**config.mk**
```make
export PLATFORM = sky130hd
export DESIGN_NAME = cacheline_stream_top
export DESIGN_NICKNAME = d
export VERILOG_FILES = /design/src/logic/line_format_pkg.sv /design/src/logic/response_pkg.sv /design/src/logic/cacheline_stream_top.sv /design/src/logic/line_buffer.sv /design/src/logic/response_capture.sv /design/src/logic/word_sequencer.sv
export SDC_FILE = /design/constraint.sdc
export NUM_CORES = 1
export LEC_CHECK = 0
export ABC_AREA = 1
export BUFFER_PORTS_ARGS = -buffer_cell sky130_fd_sc_hd__clkbuf_2
export CAP_MARGIN = 20
export CELL_PAD_IN_SITES_DETAIL_PLACEMENT = 1
export CELL_PAD_IN_SITES_GLOBAL_PLACEMENT = 2
export CORE_ASPECT_RATIO = 0.8
export CORE_MARGIN = 1.5
export CORE_UTILIZATION = 39
export CTS_CLUSTER_DIAMETER = 50
export CTS_CLUSTER_SIZE = 16
export DETAILED_ROUTE_END_ITERATION = 6
export PLACE_DENSITY_LB_ADDON = 0.12
export SYNTH_ARGS = -nofsm -noshare
export SYNTH_HDL_FRONTEND = slang
export SYNTH_SLANG_ARGS = --single-unit
export TNS_END_PERCENT = 50
```
**constraint.sdc**
```tcl
create_clock -name clock -period 22.1 [get_ports clock]
set_clock_uncertainty 0.05 [all_clocks]
set_input_delay 0 -clock clock [delete_from_list [all_inputs] [get_ports clock]]
set_output_delay 0 -clock clock [all_outputs]
set_load 0.05 [all_outputs]
```
**src/logic/line_format_pkg.sv**
```systemverilog
// Cache line, half line and word formats shared by the unpacking path
package line_format_pkg;

	// --------------------------------------------------
	// Widths
	// --------------------------------------------------
	localparam int LINE_BITS       = 256;
	localparam int HALF_BITS       = LINE_BITS / 2;
	localparam int WORD_BITS       = 32;
	localparam int WORDS_PER_HALF  = HALF_BITS / WORD_BITS;
	localparam int WORDS_PER_LINE  = LINE_BITS / WORD_BITS;
	localparam int WORD_INDEX_BITS = $clog2(WORDS_PER_LINE);

	// --------------------------------------------------
	// Half line, seen as one vector or as four words
	// --------------------------------------------------
	// Word 0 sits in the least significant bits
	typedef union packed {
		logic [HALF_BITS-1:0]                      raw;
		logic [WORDS_PER_HALF-1:0][WORD_BITS-1:0]  words;
	} half_line_u;

	// Reverse the byte order inside one word
	function automatic logic [WORD_BITS-1:0] swap_word_bytes(
		input logic [WORD_BITS-1:0] w
	);
		logic [WORD_BITS-1:0] r;
		r = '0;
		for (int i = 0; i < WORD_BITS / 8; i++) begin
			r[8*i +: 8] = w[WORD_BITS-8-8*i +: 8];
		end
		return r;
	endfunction

endpackage

```
**src/logic/response_pkg.sv**
```systemverilog
// Memory read response fields: structure id, start offset and word count
package response_pkg;

	// --------------------------------------------------
	// Structure id
	// --------------------------------------------------
	// Tags which data structure a response belongs to
	typedef logic [3:0] struct_id_t;

	// Reserved id, a response carrying it is never accepted
	localparam struct_id_t STRUCT_INVALID = 4'hF;

	// --------------------------------------------------
	// Stream descriptor widths
	// --------------------------------------------------
	// Start word index into the line
	localparam int OFFSET_BITS = 3;

	// Number of words to stream, 0 up to a full line of 8
	localparam int COUNT_BITS  = 4;

endpackage

```
**src/logic/cacheline_stream_top.sv**
```systemverilog
// Cache-line unpacking path, capture then line buffer then word sequencer
module cacheline_stream_top
	import line_format_pkg::*;
	import response_pkg::*;
#(
	parameter bit SWAP_BYTES = 1'b1
) (
	input  logic                   clock,
	input  logic                   rstn,
	input  logic                   enabled,
	input  logic                   start_shift,
	input  struct_id_t             struct_sel,

	input  logic                   resp_0_valid,
	input  half_line_u             resp_0_data,
	input  struct_id_t             resp_0_struct,
	input  logic [OFFSET_BITS-1:0] resp_0_offset,
	input  logic [COUNT_BITS-1:0]  resp_0_count,

	input  logic                   resp_1_valid,
	input  half_line_u             resp_1_data,
	input  struct_id_t             resp_1_struct,
	input  logic [OFFSET_BITS-1:0] resp_1_offset,
	input  logic [COUNT_BITS-1:0]  resp_1_count,

	output logic [WORD_BITS-1:0]   word,
	output logic                   valid,
	output logic                   pending
);

	// --------------------------------------------------
	// Stage links
	// --------------------------------------------------
	logic                       wr_en;
	logic                       wr_half;
	half_line_u                 wr_data;
	logic                       load;
	logic [OFFSET_BITS-1:0]     load_offset;
	logic [COUNT_BITS-1:0]      load_count;
	logic [WORD_INDEX_BITS-1:0] rd_index;
	logic [WORD_BITS-1:0]       rd_word;

	response_capture u_capture (
		.clock         (clock),
		.rstn          (rstn),
		.enabled       (enabled),
		.struct_sel    (struct_sel),
		.resp_0_valid  (resp_0_valid),
		.resp_0_data   (resp_0_data),
		.resp_0_struct (resp_0_struct),
		.resp_0_offset (resp_0_offset),
		.resp_0_count  (resp_0_count),
		.resp_1_valid  (resp_1_valid),
		.resp_1_data   (resp_1_data),
		.resp_1_struct (resp_1_struct),
		.resp_1_offset (resp_1_offset),
		.resp_1_count  (resp_1_count),
		.wr_en         (wr_en),
		.wr_half       (wr_half),
		.wr_data       (wr_data),
		.load          (load),
		.load_offset   (load_offset),
		.load_count    (load_count)
	);

	line_buffer u_buffer (
		.clock    (clock),
		.wr_en    (wr_en),
		.wr_half  (wr_half),
		.wr_data  (wr_data),
		.rd_index (rd_index),
		.rd_word  (rd_word)
	);

	word_sequencer #(
		.SWAP_BYTES (SWAP_BYTES)
	) u_sequencer (
		.clock       (clock),
		.rstn        (rstn),
		.enabled     (enabled),
		.start_shift (start_shift),
		.load        (load),
		.load_offset (load_offset),
		.load_count  (load_count),
		.rd_word     (rd_word),
		.rd_index    (rd_index),
		.word        (word),
		.valid       (valid),
		.pending     (pending)
	);

endmodule

```
**src/logic/line_buffer.sv**
```systemverilog
// Two-half line store, written a half at a time, read one word per cycle
module line_buffer
	import line_format_pkg::*;
(
	input  logic                       clock,
	input  logic                       wr_en,
	input  logic                       wr_half,
	input  half_line_u                 wr_data,
	input  logic [WORD_INDEX_BITS-1:0] rd_index,
	output logic [WORD_BITS-1:0]       rd_word
);

	localparam int HALVES = LINE_BITS / HALF_BITS;

	// --------------------------------------------------
	// Storage
	// --------------------------------------------------
	half_line_u mem [HALVES];

	logic                              rd_half;
	logic [WORD_INDEX_BITS-2:0]        rd_sub;

	// Upper index bit picks the half, the rest picks the word
	assign rd_half = rd_index[WORD_INDEX_BITS-1];
	assign rd_sub  = rd_index[WORD_INDEX_BITS-2:0];

	// Half line write
	always_ff @(posedge clock) begin
		if (wr_en) begin
			mem[wr_half] <= wr_data;
		end
	end

	// --------------------------------------------------
	// Registered word read
	// --------------------------------------------------
	// Data shows up one cycle after the index
	always_ff @(posedge clock) begin
		rd_word <= mem[rd_half].words[rd_sub];
	end

endmodule

```
**src/logic/response_capture.sv**
```systemverilog
// Response capture stage, latches one response port and decides acceptance
module response_capture
	import line_format_pkg::*;
	import response_pkg::*;
(
	input  logic                   clock,
	input  logic                   rstn,
	input  logic                   enabled,
	input  struct_id_t             struct_sel,

	input  logic                   resp_0_valid,
	input  half_line_u             resp_0_data,
	input  struct_id_t             resp_0_struct,
	input  logic [OFFSET_BITS-1:0] resp_0_offset,
	input  logic [COUNT_BITS-1:0]  resp_0_count,

	input  logic                   resp_1_valid,
	input  half_line_u             resp_1_data,
	input  struct_id_t             resp_1_struct,
	input  logic [OFFSET_BITS-1:0] resp_1_offset,
	input  logic [COUNT_BITS-1:0]  resp_1_count,

	output logic                   wr_en,
	output logic                   wr_half,
	output half_line_u             wr_data,
	output logic                   load,
	output logic [OFFSET_BITS-1:0] load_offset,
	output logic [COUNT_BITS-1:0]  load_count
);

	logic                   lat_valid;
	logic                   lat_half;
	struct_id_t             lat_sel;
	struct_id_t             lat_struct;
	half_line_u             lat_data;
	logic [OFFSET_BITS-1:0] lat_offset;
	logic [COUNT_BITS-1:0]  lat_count;
	logic                   accept;

	// Control part, port 0 has priority over port 1
	always_ff @(posedge clock or negedge rstn) begin
		if (!rstn) begin
			lat_valid <= 1'b0;
			lat_half  <= 1'b0;
			lat_sel   <= STRUCT_INVALID;
		end else if (enabled) begin
			lat_valid <= resp_0_valid | resp_1_valid;
			lat_half  <= ~resp_0_valid;
			lat_sel   <= struct_sel;
		end
	end

	// Response payload
	always_ff @(posedge clock) begin
		if (enabled) begin
			if (resp_0_valid) begin
				lat_data.raw <= resp_0_data.raw;
				lat_struct   <= resp_0_struct;
				lat_offset   <= resp_0_offset;
				lat_count    <= resp_0_count;
			end else if (resp_1_valid) begin
				lat_data.raw <= resp_1_data.raw;
				lat_struct   <= resp_1_struct;
				lat_offset   <= resp_1_offset;
				lat_count    <= resp_1_count;
			end
		end
	end

	// Match against the selection latched in the same cycle
	assign accept = lat_valid && (lat_struct == lat_sel) && (lat_sel != STRUCT_INVALID);

	assign wr_en       = accept;
	assign wr_half     = lat_half;
	assign wr_data     = lat_data;
	assign load        = accept;
	assign load_offset = lat_offset;
	assign load_count  = lat_count;

endmodule

```
**src/logic/word_sequencer.sv**
```systemverilog
// Word sequencer, walks the line from the offset for count words
module word_sequencer
	import line_format_pkg::*;
	import response_pkg::*;
#(
	parameter bit SWAP_BYTES = 1'b1
) (
	input  logic                       clock,
	input  logic                       rstn,
	input  logic                       enabled,
	input  logic                       start_shift,
	input  logic                       load,
	input  logic [OFFSET_BITS-1:0]     load_offset,
	input  logic [COUNT_BITS-1:0]      load_count,
	input  logic [WORD_BITS-1:0]       rd_word,
	output logic [WORD_INDEX_BITS-1:0] rd_index,
	output logic [WORD_BITS-1:0]       word,
	output logic                       valid,
	output logic                       pending
);

	logic [COUNT_BITS-1:0] issued;
	logic [COUNT_BITS-1:0] limit;
	logic [COUNT_BITS-1:0] issued_next;
	logic                  issue;

	// One read per cycle while words remain and the consumer allows it
	assign issue       = enabled && start_shift && (issued < limit);
	assign issued_next = issued + COUNT_BITS'(issue);

	// --------------------------------------------------
	// Counters and pending flag
	// --------------------------------------------------
	always_ff @(posedge clock or negedge rstn) begin
		if (!rstn) begin
			rd_index <= '0;
			issued   <= '0;
			limit    <= '0;
			pending  <= 1'b0;
		end else if (!enabled) begin
			rd_index <= '0;
			issued   <= '0;
			limit    <= '0;
			pending  <= 1'b0;
		end else if (load) begin
			// A new accepted response restarts the stream
			rd_index <= load_offset;
			issued   <= '0;
			limit    <= load_count;
			pending  <= 1'b1;
		end else begin
			if (issue) begin
				rd_index <= rd_index + 1'b1;
			end
			issued  <= issued_next;
			// Drops after the last issue, or right away for count 0
			pending <= pending && (issued_next < limit);
		end
	end

	// --------------------------------------------------
	// Output valid
	// --------------------------------------------------
	// Lags issue by one cycle to match the registered read
	always_ff @(posedge clock or negedge rstn) begin
		if (!rstn) begin
			valid <= 1'b0;
		end else begin
			valid <= issue;
		end
	end

	// Optional byte reversal of each word
	assign word = SWAP_BYTES ? swap_word_bytes(rd_word) : rd_word;

endmodule

```
Yosys cells after proc, flatten, opt, wreduce, memory -nomap -nowiden:

Memory sizes are Yosys's and may differ from the RTL's.
Cells that the tools add are included.

* bits in writable memories: 256
* register bits after elaboration: 190
* output and inout port bits: 34
* memories kept: 1

Memory list
* u_buffer.mem: words 2, width 128, rd ports 1, clocked after Yosys merged registers in 0, write ports 1, line line_buffer.sv:18 `half_line_u mem [HALVES];`

* reductions and logical operators: 7
* magnitude comparators: 3
* multiplexer cells: 21
* bitwise gates (word level): 2
* eq/ne operators: 4
* add/subtract/negate cells: 2

Operator list (number)
* two-way mux 128 bit: 2
* binary-select mux 32 bit (select 2 bit): 1
* two-way mux 32 bit: 1
* two-way mux 4 bit: 8
* two-way mux 3 bit: 5
* less-than comparator 4 bit: 2
* logical AND 1 bit: 5
* adder 4 x 1 -> 4 bit: 1
* equality test 4 bit: 1
* two-way mux 1 bit: 4
* != test 4 bit (second input constant): 1
* adder 3 x 1 -> 3 bit (second input constant): 1
* less-than comparator 2 x 3 -> 1 bit (second input constant): 1
* != test 3 x 1 -> 1 bit (second input constant): 1
* != test 2 x 1 -> 1 bit (second input constant): 1
* AND reduction 2 bit: 1
* nonzero test 2 bit: 1
* NOT 1 bit: 1
* OR 1 bit: 1

Depth between registers and ports, before layout:

Gate-level depths: netlist of run 1.

* depth in word-level cells: 7
* gate-level depth with buffers: 15

Hierarchy:

A second synthesis of run 1 with hierarchy kept.

* cell total of the unflattened synthesis: 1906
* area, all modules: 19213.4 um2

Modules (own cells, without submodules)
* line_buffer: cells an instance 1143, times used 1, area an instance 11823.8 um2, seq. area each 8328.0 um2
* response_capture: cells an instance 636, times used 1, area an instance 6329.8 um2, seq. area each 4329.2 um2
* word_sequencer: cells an instance 127, times used 1, area an instance 1059.8 um2, seq. area each 325.3 um2

Worst setup path after synthesis of run 1:

No wires, ideal clock.

* kind: register -> register
* start point: register u_capture.lat_sel[1]
* end point: memory u_buffer.mem[0][0] in the netlist's numbering, enable pin
* cell stages (with the launch flop): 7
* period minus slack after synthesis: 6975 ps
* buffers on the path: 0
* setup slack: 15125 ps
* arrival: 6308 ps
* required time: 21433 ps
* cells stage by stage: dfstp_2 inv_1 nand2_1 nand2_1 nor2_4 nand3_2 nor2_1

* cells in the longest elaborated chain, start to end: 5
* elaborated cells on any way between the ends: 6

RTL lines
* from (decl): line response_capture.sv:33 `struct_id_t lat_sel;`
* from (signal assigned): line response_capture.sv:49 `lat_sel <= struct_sel;`
* equality test 4 bit: line response_capture.sv:71 `assign accept = lat_valid && (lat_struct == lat_sel) && (lat_sel != STRUCT_INVALID);`
* logical AND 1 bit: line response_capture.sv:71
* logical AND 1 bit *: line response_capture.sv:71
* two-way mux 1 bit *: line line_buffer.sv:29 `if (wr_en) begin`
* two-way mux 1 bit (not written as such) *: line line_buffer.sv:30 `mem[wr_half] <= wr_data;`
* to (decl): line line_buffer.sv:18

Mark *: on every way between the ends. The rest lies on a longest branch, timed or not.

Final worst setup path of run 1:

* start point: register u_capture.lat_sel[1]
* end point: memory u_buffer.mem[0][44] in the netlist's numbering, enable pin

Same word-level chain as after synthesis.

==> results of run 1 <==
==> critical path, stage by stage, from the launching register on <==
cell	delay [ns]
dfstp_2	0.55
inv_1	0.05
nand2_1	0.05
nand2_1	0.08
nor2_4	0.15
nand3_2	0.22
nor2_4	0.14
buf_4	0.71
buf_4	0.86
==> final timing paths <==
check                                                       to  slack (ns)  cells past startpoint
max                              u_buffer.mem[0][44]$_DFFE_PP_       18.78                      8
min reg2reg                      u_buffer.mem[1][95]$_DFFE_PP_        0.39                      0
min                            u_capture.wr_data[19]$_DFFE_PP_        0.20                      4
max reg2reg                      u_buffer.mem[0][44]$_DFFE_PP_       18.78                      8
min in group asynchronous     u_capture.lat_sel[3]$_DFFE_PN1P_        0.51                      3
max in group asynchronous  u_sequencer.rd_index[2]$_DFFE_PN0P_       20.24                      4
==> synthesized netlist by cell type (9+ instances only) <==
master	n	area share [%]
o22ai_1	32	1.1
o21ai_0	124	3.6
edfxtp_1	395	68
ha_1	9	0.64
nand2_1	456	9.8
dfxtp_1	32	3.7
a31oi_1	32	1.1
inv_1	25	0.54
nand3_1	14	0.40
clkbuf_1	35	0.75
dfrtp_1	15	2.1
buf_2	28	0.80
buf_4	9	0.39
nor2_1	230	4.9
o21ai_1	13	0.37
==> per-stage QoR <==
step,setup WS [ns],cell area [sq um],total power [mW]
3_5_place_dp,18.72,19530,1.404
2_1_floorplan,15.12,17460,1.280
6_report,18.78,23990,2.183
5_1_grt,18.54,23990,2.274
3_3_place_gp,18.76,19530,1.397
4_1_cts,18.70,23930,2.206
==> flip-flops by register name, summed over array words and instances, names as in the netlist <==
name,cells
u_capture.lat_struct,4
u_capture.load_count,4
u_capture.wr_data,128
u_buffer.rd_word,32
u_capture.lat_sel,4
u_sequencer.issued,4
u_sequencer.valid,1
u_sequencer.rd_index,3
u_capture.wr_half,1
u_buffer.mem,256
u_capture.load_offset,3
u_sequencer.pending,1
u_capture.lat_valid,1
u_sequencer.limit,4
==> power by group <==
| part | switching, mW | leakage [nW] | internal, mW |
|---|---|---|---|
| registers | 0.0390 | 4.13 | 0.999 |
| clock network | 0.321 | 0.694 | 0.430 |
| logic | 0.262 | 5.01 | 0.133 |
| total | 0.622 | 9.84 | 1.56 |
==> routing by layer <==
metal / global-route usage, % / part of all wire (%)
met5: 0 / 0
met3: 2.947 / 3.5
met1: 25.94 / 45
met4: 5.234 / 1.8
met2: 33.84 / 50
==> cells by family (layout without fill, tap and decap cells) <==
logic type | Yosys count | in the layout | synth area share, %
buffers and inverters | 109 | 735 | 3.002
DFF | 446 | 446 | 74.35
xor gates and xnor gates | 3 | 3 | 0.1505
adders and majority gates | 9 | 9 | 0.6449
and+or+nand+nor | 707 | 707 | 15.48
AOI/OAI and AO/OA | 206 | 206 | 6.377
==> cell type report <==
| class | count | share of cell area (%) |
|---|---|---|
| Sequential cell | 446 | 54.14 |
| Timing Repair Buffer | 633 | 19.74 |
| Multi-Input combinational cell | 925 | 16.55 |
| Clock buffer | 53 | 4.726 |
| Tap cell | 603 | 3.145 |
| Clock inverter | 22 | 1.236 |
| Inverter | 27 | 0.4642 |
==> what timing repair did <==
action / in CTS / in global routing
hold buffers: 297 / 0
hold endpoints to repair: 172 / 0
setup endpoints to repair: 0 / 0
==> results.txt, run 1 <==
first-pass GRT wire length: 70390 um
all-layer global routing usage: 19.62%
Avg WL per Cell: 16.89 um
unique cell type count in the Yosys netlist: 28
Mapped Nets: 1777
vias per cell: 4.743
CTS tree: done
most common cell after layout, fill and taps aside: nand2_1
Initial Utilization: 39.43%
most frequent cells in the layout: nand2_1, edfxtp_1, clkbuf_2
clk_lat worst skew: 0.55 ns
Layout area overhead: 37.37%
Hold WS: 0.1994 ns
EDFF count, synth: 395
Min-Delay Path Class: input port to flip-flop
initial antenna violation count: 0
CTS resizes: 0
antenna viol nets, final: 0
ys async rst share: 4.260%
Synth Flop Type: edfxtp_1
nets@finish: 2371
Synth Warn #: 0
Max-Cap Viols: 0
Clock Pin Slew Worst Setup and Hold Paths: 0.07 ns
WS Path Type: flip-flop to flip-flop
Seq cells post-synth: 446
setup TNS: 0 ns
fin util: 54.16%
CP Data Required Time: 22.22 ns
Max Slew Vio Count: 0
Final setup violation count: 0
Hold Violations, Final: 0
Final HPWL DP: 26110 um
GRT overflow: 0
Slew HR: 37.00%
CP Launch Point: u_capture.lat_sel[1]$_DFFE_PN1P_
Diodes inserted: 0
sequential share of the synthesized area: 74.35%
syn avg cell area: 11.80 sq um
gp weighted congestion: 0.7380
routed via count: 12850
Clock Tree Buf Depth: 3
router iterations before antenna repair: 5
worst slew pin tran: 0.9449 ns
Max VDD drop: 0.06013 mV
CP max FO: 66
clk sinks: 446
# port buffers: 321
Die Ht: 192.3 um
Post-Layout Cell Count: 2709
Pwr per Cell Area: 91.01 mW/mm^2
status: finished, final reports clean
Inst Count DP: 2335
die span in x: 239.6 um
WP data arrival: 3.44 ns
CTS Root Cell: clkbuf_16
Cells after Synth: 1480
DR iter-0 viols: 665
pin count of the biggest net entering global routing: 78
LEAKAGE: 9.836 nW
H-tree Lvls: 2
Final Cycle Share: 15.02%
fraction of layout cells with a size suffix above 1: 19.90%
cts bufs inserted: 41
Post-route DRC: 0
RR Startpoint: u_capture.lat_sel[1]$_DFFE_PN1P_
CP startpoint kind: flip-flop
min cycle time layout: 3.320 ns
vias in the first global route: 13100
Die ar.: 0.04606 sq mm
HP Start: resp_0_data[19]
area of the multi-input gates: 0.003970 sq mm
Reg area: 0.01299 sq mm
total core area: 0.04429 sq mm
Post-CTS Setup Repair Bufs: 0
I/O Pins: 322
row count: 69
Worst setup EP type: flip-flop
RSZ-0062 raised after global routing: false
FILL cells: 4715
synthesized area: 0.01746 sq mm
final WL: 45750 um
maximum operating frequency: 301.2 MHz
Note: power is estimated with default switching activity, not from simulation.
==> run 2: changes to the inputs <==
--- a/config.mk
+++ b/config.mk
@@ -12,7 +12,7 @@
 export CELL_PAD_IN_SITES_GLOBAL_PLACEMENT = 2
 export CORE_ASPECT_RATIO = 0.8
 export CORE_MARGIN = 1.5
-export CORE_UTILIZATION = 39
+export CORE_UTILIZATION = 33
 export CTS_CLUSTER_DIAMETER = 50
 export CTS_CLUSTER_SIZE = 16
 export DETAILED_ROUTE_END_ITERATION = 6
==> constraint.sdc (replaced) <==
create_clock -name clock -period 2.9 [get_ports clock]
set_clock_uncertainty 0.05 [all_clocks]
set_input_delay 0 -clock clock [delete_from_list [all_inputs] [get_ports clock]]
set_output_delay 0 -clock clock [all_outputs]
set_load 0.05 [all_outputs]
==> run 2 against run 1 <==
- sequential share of layout area is 0.88 points lower
- power grew to 7.7 times the previous value
- sequential power grew to 7.6 times the previous value
- via count is 0.24% lower
- largest power group unchanged
==> results.txt, run 2 (same netlist as run 1, synthesis figures left out) <==
status: finished, final reports clean
FILL cells: 5658
Clock Tree Buf Depth: 3
CP max FO: 5
Clock Pin Slew Worst Setup and Hold Paths: 0.07 ns
LEAKAGE: 9.954 nW
HP Start: resp_0_data[7]
GRT overflow: 0
pin count of the biggest net entering global routing: 109
Pwr per Cell Area: 686.7 mW/mm^2
Layout area overhead: 39.64%
clk sinks: 446
CP Data Required Time: 3.27 ns
Max Slew Vio Count: 0
nets@finish: 2386
Final setup violation count: 0
all-layer global routing usage: 17.29%
Avg WL per Cell: 16.57 um
Initial Utilization: 33.35%
most common cell after layout, fill and taps aside: nand2_1
initial antenna violation count: 1
maximum operating frequency: 386.9 MHz
RR Startpoint: u_sequencer.issued[2]$_DFF_PN0_
Hold WS: 0.2053 ns
total core area: 0.05236 sq mm
cts bufs inserted: 42
fraction of layout cells with a size suffix above 1: 20.64%
CTS tree: done
Post-route DRC: 0
most frequent cells in the layout: nand2_1, edfxtp_1, clkbuf_2
# port buffers: 321
Final Cycle Share: 89.12%
router iterations before antenna repair: 4
CP startpoint kind: flip-flop
clk_lat worst skew: 0.55 ns
vias in the first global route: 13670
RSZ-0062 raised after global routing: false
die span in x: 260.2 um
worst slew pin tran: 0.9195 ns
WS Path Type: flip-flop to flip-flop
max FFs per register: 256
Placement Setup Slack: 0.2416 ns
Final HPWL DP: 28100 um
Final Power: 16.74 mW
area of the multi-input gates: 0.003985 sq mm
Post-CTS Setup Repair Bufs: 0
first-pass GRT wire length: 73990 um
Die ar.: 0.05431 sq mm
routed via count: 12820
Max VDD drop: 0.3751 mV
final WL: 46660 um
CP Launch Point: u_sequencer.issued[2]$_DFF_PN0_
Hold Violations, Final: 0
Die Ht: 208.7 um
vias per cell: 4.552
min cycle time layout: 2.584 ns
Min-Delay Path Class: input port to flip-flop
CTS Root Cell: clkbuf_16
Max-Cap Viols: 0
I/O Pins: 322
Reg area: 0.01299 sq mm
antenna viol nets, final: 0
worst setup margin: 0.3156 ns
WP data arrival: 2.96 ns
row count: 75
gp weighted congestion: 0.7331
H-tree Lvls: 2
Slew HR: 38.70%
Worst setup EP type: flip-flop
Largest Register: u_buffer.mem
DR iter-0 viols: 599
[run 2: changes by cell type in the layout (fill, tap and decap cells not counted), moves of 3 or more]
cell,delta
buf_4,-3
clkbuf_1,-6
clkinv_4,+3
clkinv_2,+3
buf_12,+13
dlygate4sd3_1,+6
[run 2: routing by layer]
metal | track usage [%] | vias up | part of all wire (%)
met2 | 29.61 | 224 | 49
li1 | - | 6305 | -
met3 | 3.045 | 57 | 4.2
met4 | 3.508 | 0 | 1.6
met1 | 23.00 | 6232 | 45
met5 | 0 | - | 0
[run 2: where the power goes]
| group | internal, mW | switching (mW) |
|---|---|---|
| sequential | 7.61 | 0.247 |
| combinational | 1.09 | 2.06 |
| clock | 3.25 | 2.49 |
| total | 11.9 | 4.80 |
[run 2: through the flow]
stage / instances / setup TNS (ns) / cell area, sq um / util, %
after floorplan: 1480 / -165.44 / 17490 / -
after global placement: 2435 / 0 / 19890 / 37.98
after detailed placement: 2435 / 0 / 19890 / 37.98
after CTS: 2815 / 0 / 24380 / 46.55
after global routing: 2815 / 0 / 24380 / 46.56
final: 2816 / 0 / 24380 / 46.57
[run 2: path summary, 6_finish.rpt]
kind	depth (start not counted)	endpoint	slack (ns)
worst max-delay path	14	u_sequencer.pending$_DFF_PN0_	0.32
worst min-delay path	4	u_capture.wr_data[7]$_DFFE_PP_	0.21
worst max register to register	14	u_sequencer.pending$_DFF_PN0_	0.32
worst min register to register	0	u_buffer.mem[1][42]$_DFFE_PP_	0.39
max in group asynchronous	4	u_sequencer.rd_index[2]$_DFFE_PN0P_	1.02
min in group asynchronous	3	u_capture.lat_sel[3]$_DFFE_PN1P_	0.54
[run 2: repair_timing]
| item | in CTS | in global routing |
|---|---|---|
| hold buffers | 303 | 0 |
| setup endpoints to repair | 0 | 1 |
| endpoints found under the hold margin | 177 | 0 |
| resized for setup | 0 | 1 |
[run 2: final cells by class]
type | count | area share [%]
antenna | 1 | 0.01026
clock buffer | 51 | 4.875
sequential | 446 | 53.26
timing repair buffer | 647 | 20.41
multi-input combinational | 925 | 16.34
tap | 693 | 3.556
inverter | 27 | 0.4516
clock inverter | 26 | 1.088
[run 2: critical path, stage by stage (launching register included)]
cell      delay (ns)
dfrtp_1         0.41
ha_1            0.29
nand2_1         0.05
inv_1           0.05
nand2_1         0.06
nand3_2         0.11
inv_1           0.08
ha_1            0.23
ha_1            0.21
xnor2_1         0.21
inv_1           0.07
ha_1            0.28
nand2_1         0.06
o211ai_1        0.22
a21oi_1         0.09
